<file path="src/verilog/raster_pkg.sv">
/*
 * Raster bounding-box types
 * Fixed-point coordinate format, vertex, triangle and box structures,
 * and the one-hot multisample rate codes shared by the stage
 */
`default_nettype none

package raster_pkg;

    // Signed fixed point, integer part sits above the RADIX fraction bits
    localparam int COORD_W   = 24;
    localparam int RADIX     = 10;
    localparam int NUM_VERTS = 3;

    typedef logic signed [COORD_W-1:0] coord_t;

    // One axis of a triangle, indexed by vertex number
    typedef coord_t [NUM_VERTS-1:0] axis_vals_t;

    typedef struct packed {
        coord_t x;
        coord_t y;
    } vertex_t;

    // Vertex 0 in the low bits
    typedef vertex_t [NUM_VERTS-1:0] tri_t;

    // Inclusive bounds on one axis
    typedef struct packed {
        coord_t lo;
        coord_t hi;
    } span_t;

    typedef struct packed {
        span_t x;
        span_t y;
    } box_t;

    // Box plus its valid bit, carried together down the pipe
    typedef struct packed {
        box_t box;
        logic valid;
    } box_result_t;

    // Screen extent in the same fixed-point format
    typedef struct packed {
        coord_t width;
        coord_t height;
    } screen_t;

    // One-hot multisample rate
    typedef logic [3:0] ss_rate_t;

    localparam ss_rate_t SS_1X  = 4'b1000;
    localparam ss_rate_t SS_4X  = 4'b0100;
    localparam ss_rate_t SS_16X = 4'b0010;
    localparam ss_rate_t SS_64X = 4'b0001;

endpackage

`default_nettype wire

</file>
<file path="src/verilog/stall_pipe.sv">
/*
 * Stallable register chain
 * PIPE_DEPTH stages of any payload type, all stages load together
 * while advance is high and hold while it is low
 */
`timescale 1ns/10ps
`default_nettype none

module stall_pipe #(
    parameter int  PIPE_DEPTH = 3,
    parameter type payload_t  = logic
) (
    input  logic     clk,
    input  logic     rst_n,
    input  logic     advance,
    input  payload_t d,
    output payload_t q
);

    // Stage 0 takes the input, last stage drives q
    payload_t stage_q [PIPE_DEPTH];

    always_ff @(posedge clk or negedge rst_n) begin
        if (!rst_n) begin
            for (int i = 0; i < PIPE_DEPTH; i++) begin
                stage_q[i] <= '0;
            end
        end else if (advance) begin
            stage_q[0] <= d;
            // Shift everything one stage on
            for (int i = 1; i < PIPE_DEPTH; i++) begin
                stage_q[i] <= stage_q[i-1];
            end
        end
    end

    assign q = stage_q[PIPE_DEPTH-1];

endmodule

`default_nettype wire

</file>
<file path="src/verilog/bbox_merge.sv">
/*
 * Bounding box merge
 * Joins the x and y spans into one box, qualifies it with the
 * triangle valid and both on-screen flags, then pipelines the result
 */
`timescale 1ns/10ps
`default_nettype none

module bbox_merge
    import raster_pkg::*;
#(
    parameter int PIPE_DEPTH = 3
) (
    input  logic  clk,
    input  logic  rst_n,
    input  logic  advance,
    input  span_t x_span,
    input  span_t y_span,
    input  logic  x_in_range,
    input  logic  y_in_range,
    input  logic  tri_valid,
    output box_t  box,
    output logic  box_valid
);

    // Result before and after the register chain
    box_result_t result_d;
    box_result_t result_q;

    always_comb begin
        result_d.box.x = x_span;
        result_d.box.y = y_span;
        // Rejected when either axis misses the screen
        result_d.valid = tri_valid && x_in_range && y_in_range;
    end

    stall_pipe #(
        .PIPE_DEPTH (PIPE_DEPTH),
        .payload_t  (box_result_t)
    ) result_pipe_i (
        .clk     (clk),
        .rst_n   (rst_n),
        .advance (advance),
        .d       (result_d),
        .q       (result_q)
    );

    assign box       = result_q.box;
    assign box_valid = result_q.valid;

    // Valid boxes leaving the stage are never inverted on either axis
    property box_ordered;
        @(posedge clk) disable iff (!rst_n)
            box_valid |-> (($signed(box.x.lo) <= $signed(box.x.hi))
                        && ($signed(box.y.lo) <= $signed(box.y.hi)));
    endproperty

    a_box_ordered: assert property (box_ordered)
        else $error("bbox_merge low corner above high corner");

endmodule

`default_nettype wire

</file>
<file path="config.mk">
export PLATFORM = sky130hd
export DESIGN_NAME = bbox_merge
export DESIGN_NICKNAME = d
export VERILOG_FILES = /design/src/verilog/raster_pkg.sv /design/src/verilog/stall_pipe.sv /design/src/verilog/bbox_merge.sv
export SDC_FILE = /design/constraint.sdc
export NUM_CORES = 1
export LEC_CHECK = 0
export ABC_AREA = 0
export BUFFER_PORTS_ARGS = -buffer_cell sky130_fd_sc_hd__buf_2
export CORE_ASPECT_RATIO = 1.4
export CORE_UTILIZATION = 52
export CTS_BUF_LIST = sky130_fd_sc_hd__clkbuf_4
export CTS_CLUSTER_SIZE = 24
export DETAILED_ROUTE_END_ITERATION = 10
export GPL_ROUTABILITY_DRIVEN = 0
export PLACE_DENSITY_LB_ADDON = 0.15
export SYNTH_ARGS = -nofsm -noshare
export SYNTH_HDL_FRONTEND = slang
export SYNTH_HIERARCHICAL = 1
export SYNTH_SLANG_ARGS = --single-unit
</file>
<file path="constraint.sdc">
create_clock -name clk -period 0.8 [get_ports clk]
set_input_delay 0.24 -clock clk [delete_from_list [all_inputs] [get_ports clk]]
set_output_delay 0.24 -clock clk [all_outputs]
set_load 0.01 [all_outputs]
</file>
# After elaboration in Yosys (flattened, before gate mapping)
# Cells that the tools add are included.
# classes
div,0
mux,0
n_lt_le_gt_ge,0
n_shift,0
reduce_logical,2
multipliers,0
n_eq_ne,0
bitwise,0
add_sub_neg,0
# op_table
cell,count
logical AND 1 bit,2
# word_totals
input_bits,102
mem_bits_rw,0
word_cells,17
output_inout_bits,97
reg_bits,291
rom_bits,0
latchBits,0
mem_count,0

# Longest topological paths before layout
# Gate-level depths: netlist of the first run.
# depth
depth_word,2
ltp_mapped,3
mapped_depth_nobuf,2

# Hierarchy
# The synthesis of the first run kept the hierarchy.
# modules_own_cells
mod,seq_area_each_um2,area_each_um2,instances,cells_per_inst
stall_pipe,7282.0,11720.0,1,711
bbox_merge,0.0,6.3,1,1

# Worst setup path after synthesis of the first run
# No wires, ideal clock.
# synth_timing
path_kind,input port to flip-flop
from,input advance
to,register result_pipe_i/stage_q[195] in the netlist's numbering
t_arrival_ps,849
setup_time_ps,125
slack_ps,-173
t_required_ps,675
stages,3
path_cell_list,buf_6 -> clkbuf_8 -> mux2_2
# synth_lines
element,line,source
from (decl),bbox_merge.sv:16,"input logic advance,"
"to (signal, indexed assignment)",stall_pipe.sv:32,stage_q[i] <= stage_q[i-1];
to (decl),stall_pipe.sv:21,payload_t stage_q [PIPE_DEPTH];
# No word-level cell between the ends.

# Worst setup path after layout of the first run
# layout_timing
from,register result_pipe_i.stage_q (netlist bit result_pipe_i/q[26])
to,output box[25] in the netlist's numbering
# layout_lines
element,line,source
to (decl),bbox_merge.sv:22,"output box_t box,"
# No word-level cell between the ends.

==> results of run 1 <==
## what timing repair did
| action | CTS | global route |
|---|---|---|
| setup buffers | 33 | 15 |
| hold endpoints to repair | 388 | 0 |
| hold buffers | 100 | 0 |
| endpoints found under the setup margin | 100 | 138 |
| gates resized for setup | 26 | 54 |
## where the power goes
| part | total, µW | internal, µW | switching, µW |
|---|---|---|---|
| registers | 18200 | 16900 | 1300 |
| clock network | 11800 | 6380 | 5380 |
| logic | 6880 | 4420 | 2460 |
## through the flow
| stage | worst slack (ns) | area, µm² |
|---|---|---|
| 3_3_place_gp | -0.402 | 12600 |
| 5_1_grt | -0.715 | 15100 |
| 2_1_floorplan | -0.157 | 12100 |
| 4_1_cts | -0.703 | 14900 |
| 3_5_place_dp | -0.449 | 12600 |
| 6_report | -0.623 | 15100 |
## metal layers
metal	up-vias	GRT usage
met5	-	0
met4	0	0.0927
met3	35	0.0554
met2	195	0.330
met1	3293	0.224
li1	2998	-
## final timing paths
| kind | end | from | cells past startpoint |
|---|---|---|---|
| setup / recovery | box[25] | result_pipe_i/q[26]$_DFFE_PN0P_ | 1 |
| hold / removal | result_pipe_i/stage_q[110]$_DFFE_PN0P_ | rst_n | 2 |
| setup reg to reg | result_pipe_i/q[94]$_DFFE_PN0P_ | result_pipe_i/q[94]$_DFFE_PN0P_ | 2 |
| hold reg to reg | result_pipe_i/q[26]$_DFFE_PN0P_ | result_pipe_i/stage_q[123]$_DFFE_PN0P_ | 1 |
| max in group asynchronous | result_pipe_i/stage_q[182]$_DFFE_PN0P_ | rst_n | 3 |
| min in group clk | result_pipe_i/stage_q[191]$_DFFE_PN0P_ | advance | 3 |
## layout make-up
cell class                      instances  area, µm²
Multi-Input combinational cell        292       3660
Timing Repair Buffer                  364       2960
Antenna cell                            3       7.51
Fill cell                            1478       6890
Clock buffer                           94        706
Clock inverter                         18        148
Tap cell                              297        372
Sequential cell                       291       7280
## registers in the layout, indices dropped and copies added (netlist names)
name / count
result_pipe_i/q: 97
result_pipe_i/stage_q: 194
## cell families (layout without fill, tap and decap cells)
family / count (synthesis) / count (layout) / synth area share
buffers and inverters: 129 / 476 / 0.0990
multiplexers: 291 / 291 / 0.279
other: 0 / 3 / 0
flip-flops: 291 / 291 / 0.621
AND/OR/NAND/NOR: 1 / 1 / 0.000534
## synth_stat cells
library cell    n  share of area
clkbuf_8       29          0.034
buf_4          97          0.062
dfrtp_1       291           0.62
buf_6           3         0.0029
mux2_2        291           0.28
and3_1          1        0.00053
==> summary.txt, run 1 <==
Run status
  – Failing checks: setup timing
  – Status: finished with violations

Die
  – Io pins: 199
  – Die area: ~23000 µm²
  – Rows: between 60 and 70
  – Die Wd: roughly 130 µm
  – Height of the die: roughly 180 µm
  – Core area: 22000 µm²
  – Initial Util: 0.532

Clock network
  – Total clock sinks: just under 300
  – Clock buffer depth: 3
  – Clock Tree Root: clkbuf_4
  – Clock Pin Slew Worst Setup and Hold Paths: around 0.070 ns
  – Worst-Skew Late Latency: between 0.6 and 0.7 ns
  – CTS tree: yes
  – CTS buffer count: around 70
  – H-Tree Depth: 3

Final layout
  – Nets: 1120
  – Share of cells above drive strength 1: 0.618
  – Most frequent cells in the layout: dfrtp_1, mux2_2, buf_2
  – Area Overhead vs Synth: 29.0%
  – Commonest non-fill, non-tap cell in the layout: dfrtp_1
  – Final Core Density: 0.687
  – Fin cells: between 1000 and 1500

Worst setup path
  – Nature of the critical path endpoint: primary output
  – Buffers plus inverters on the worst setup path: 1
  – Critical path class: reg -> out
  – CP max FO: 2
  – Delay-heaviest family, CP: flip-flops
  – Critical Path AT: between 1 and 1.5 ns
  – Crit-path max cell delay: approximately 0.4 ns
  – Worst-path cell chain: buf_6
  – R2R Setup Slk: -0.12 ns
  – Startpoint Class: flip-flop
  – Critical-path top delay cell: dfrtp_1
  – Worst Path Required: 0.56 ns

Drt
  – Wire length on met2: 11.6 mm
  – Routed WL: between 20 and 25 mm
  – DRC viols: 0
  – Vias/cell: approximately 4.8
  – Vias: between 6000 and 7000
  – DR WL/cell: ~16 µm
  – M1 WL: a little under 9 mm
  – Uppermost layer routed: met4
  – Routed length on met3: roughly 1.3 mm
  – First DRT Iteration DRCs: 133
  – TritonRoute pass-1 iters: 4
  – Antenna-violating nets left: 0

Placement
  – Dpl hpwl: approximately 14 mm
  – Placed insts: between 1000 and 1500
  – Port Buffer Count: 198

Power
  – Pwr/cell area: roughly 2400 nW/µm²
  – Total power: approximately 37000 µW
  – Leak Pwr: a little over 0.007 µW
  – VDD IR max: between 1.5 and 2 mV

Timing
  – Final Hold Viols: 0
  – RSZ-0062 raised after global routing: true
  – Slew @ Worst Pin: 0.320 ns
  – Setup_tns: -60.45 ns
  – F_max: approximately 0.7 GHz
  – Fin Clk Skew: approximately 0.028 ns
  – Final slew viol count: 0
  – Post-layout min period: 1.42 ns
  – Hold slack: slightly below 0.07 ns
  – Slew Limit Headroom: 0.786
  – Worst setup margin: -0.623 ns
  – Final worst path period share: 1.78
  – Final setup fails: 138

Synth
  – Synth Area per Inst: about 16 µm²
  – Seq cells post-synth: between 200 and 300
  – Cell area after synthesis: approximately 12000 µm²
  – Post-Syn Nets: a little over 800
  – Warnings, synthesis: 6
  – Synth cell types: 6
  – Mapped Cells: roughly 710
  – Sequential element share of the synthesized area: 0.621

Global routing
  – First-pass GRT wire length: 35.3 mm
  – GRT Overall Usage: 0.194
  – Global route overflow: 0
  – Vias in the first global route: 7348
  – Initial antenna violation count: 3
  – Largest net degree at the start of global routing: 41

Min path
  – Worst Hold Class: in -> async

Flow run
  – Max-capacitance violation count: 0
(Power assumes the default switching activity.)
==> inputs of run 2 (changes only) <==
--- a/config.mk
+++ b/config.mk
@@ -10,3 +10,3 @@
 export CORE_ASPECT_RATIO = 1.4
-export CORE_UTILIZATION = 52
+export CORE_UTILIZATION = 55
 export CTS_BUF_LIST = sky130_fd_sc_hd__clkbuf_4
==> constraint.sdc (replaced) <==
create_clock -name clk -period 1.6 [get_ports clk]
set_input_delay 0.32 -clock clk [delete_from_list [all_inputs] [get_ports clk]]
set_output_delay 0.32 -clock clk [all_outputs]
set_load 0.01 [all_outputs]
==> summary.txt, run 2 (synthesized netlist as in run 1, its figures left out) <==
Die
  – Initial Util: 0.566 (+0.0336)
  – Core area: 20700 µm² (-5.9%)
  – Die Wd: 125 µm (-2.7%)
  – Height of the die: 175 µm (-2.7%)
  – Die area: 21900 µm² (-5.4%)
  – Io pins: 199 (unchanged)
  – Rows: 62 (-3.1%)

Global routing
  – Global route overflow: 0 (unchanged)
  – Largest net degree at the start of global routing: 61 (+49%)
  – Initial antenna violation count: 1 (-2)
  – GRT Overall Usage: 0.195 (about the same)
  – First-pass GRT wire length: 34.1 mm (-3.4%)
  – Vias in the first global route: 7164 (-2.5%)

Worst setup path
  – Worst-path cell chain: buf_2
  – Nature of the critical path endpoint: primary output
  – Critical-path top delay cell: dfrtp_1
  – Worst Path Required: 1.28 ns (+0.72 ns)
  – Critical Path AT: 1.18 ns (about the same)
  – Delay-heaviest family, CP: flip-flops
  – R2R Setup Slk: 0.79 ns (+0.91 ns)
  – CP max FO: 2 (unchanged)
  – Startpoint Class: flip-flop
  – Buffers plus inverters on the worst setup path: 1 (unchanged)
  – Critical path class: reg -> out
  – Crit-path max cell delay: 0.38 ns (-0.02 ns)

Placement
  – Dpl hpwl: 13.0 mm (-4.8%)
  – Placed insts: 1057 (-4.5%)
  – Pre-CTS WS: 0.186 ns (+0.635 ns)
  – Port Buffer Count: 198 (unchanged)
  – Placed Area: 12200 µm² (-3.5%)

Final layout
  – Biggest register: result_pipe_i/stage_q
  – Finished Cell Area: 14100 µm² (-7.1%)
  – Most frequent cells in the layout: mux2_2, dfrtp_1, buf_2
  – Max FFs per register: 194 (unchanged)
  – Share of cells above drive strength 1: 0.608 (-0.00964)
  – Area Overhead vs Synth: 19.8%
  – Fin cells: 1268 (-6.7%)
  – Nets: 1074 (-4.1%)

Timing
  – Slew @ Worst Pin: 0.353 ns (+0.0326 ns)
  – Hold slack: 0.0708 ns (+0.00216 ns)
  – Fin Clk Skew: 0.0509 ns (+0.0225 ns)
  – Post-layout min period: around 1.5 ns
  – Final worst path period share: 0.935
  – Slew Limit Headroom: 0.765 (-0.0218)
  – F_max: roughly 0.67 GHz
  – Final Hold Viols: 0 (unchanged)
  – Setup_tns: 0 ns (+60.45 ns)
  – Final slew viol count: 0 (unchanged)
  – Final setup fails: 0 (-100%)
  – RSZ-0062 raised after global routing: false
  – Worst setup margin: 0.104 ns (+0.727 ns)

Clock network
  – Clock Pin Slew Worst Setup and Hold Paths: 0.07 ns (about the same)
  – Total clock sinks: 291 (unchanged)
  – H-Tree Depth: 3 (unchanged)
  – CTS tree: yes
  – Clock buffer depth: 3 (unchanged)
  – Worst-Skew Late Latency: 0.65 ns (about the same)
  – Clock Tree Root: clkbuf_4
  – Postcts setup bufs: 0 (-100%)
  – CTS buffer count: 71 (+2.9%)

Drt
  – Vias: 6357 (-2.5%)
  – TritonRoute pass-1 iters: 7 (+3)
  – First DRT Iteration DRCs: 194 (+46%)
  – Routed WL: 19.9 mm (-10%)
  – Vias/cell: 5.01 (+4.5%)
  – DRC viols: 17 (+17)
  – DR WL/cell: 15.7 µm (-4.0%)
  – Antenna-violating nets left: 0 (unchanged)

Power
  – Leak Pwr: 0.00645 µW (-10%)
  – VDD IR max: 0.735 mV (-52%)
  – Pwr/cell area: 1250 nW/µm² (-49%)

Run status
  – Failing checks: DRC
  – Status: finished with violations

Flow run
  – Max-capacitance violation count: 0 (unchanged)

Min path
  – Worst Hold Class: in -> reg
==> run 2: what timing repair did <==
action,in CTS,in global routing
gates resized for setup,0,0
hold endpoints to repair,388,0
hold buffers,98,0
==> run 2: path summary, 6_finish.rpt <==
path                                                             start                                     end  cells after the start
worst max register to register  result_pipe_i/stage_q[272]$_DFFE_PN0P_  result_pipe_i/stage_q[175]$_DFFE_PN0P_                      1
max in group asynchronous                                        rst_n         result_pipe_i/q[43]$_DFFE_PN0P_                      3
worst min register to register  result_pipe_i/stage_q[108]$_DFFE_PN0P_         result_pipe_i/q[11]$_DFFE_PN0P_                      1
worst max-delay path                   result_pipe_i/q[69]$_DFFE_PN0P_                                 box[68]                      1
worst min-delay path                                         tri_valid  result_pipe_i/stage_q[194]$_DFFE_PN0P_                      3
min in group asynchronous                                        rst_n  result_pipe_i/stage_q[194]$_DFFE_PN0P_                      2
==> run 2: routing by layer <==
metal,vias up,track usage,share of wire
met5,-,0,0
met4,0,0.0955,0.025
met3,34,0.0563,0.059
met2,182,0.333,0.52
met1,3224,0.223,0.40
li1,2917,-,-
==> run 2: layout make-up <==
class	instances	area, µm²
diodes	2	5.00
clock buffers	98	736
clock inverters	13	133
fillers	1476	6660
multi-input cells	292	3280
flip-flops and latches	291	7280
well taps	256	320
repair buffers	316	2290
==> run 2: power by group <==
part	internal [µW]	switching [µW]
clock network	3280	2680
registers	8450	542
logic	1540	1110
==> run 2: metrics by stage <==
| stage | utilization | total power, µW |
|---|---|---|
| after global placement | 0.589 | 11400 |
| after detailed placement | 0.589 | 11600 |
| after CTS | 0.678 | 17900 |
| after floorplan | - | 11200 |
| after global routing | 0.678 | 18600 |
| final | 0.678 | 17600 |
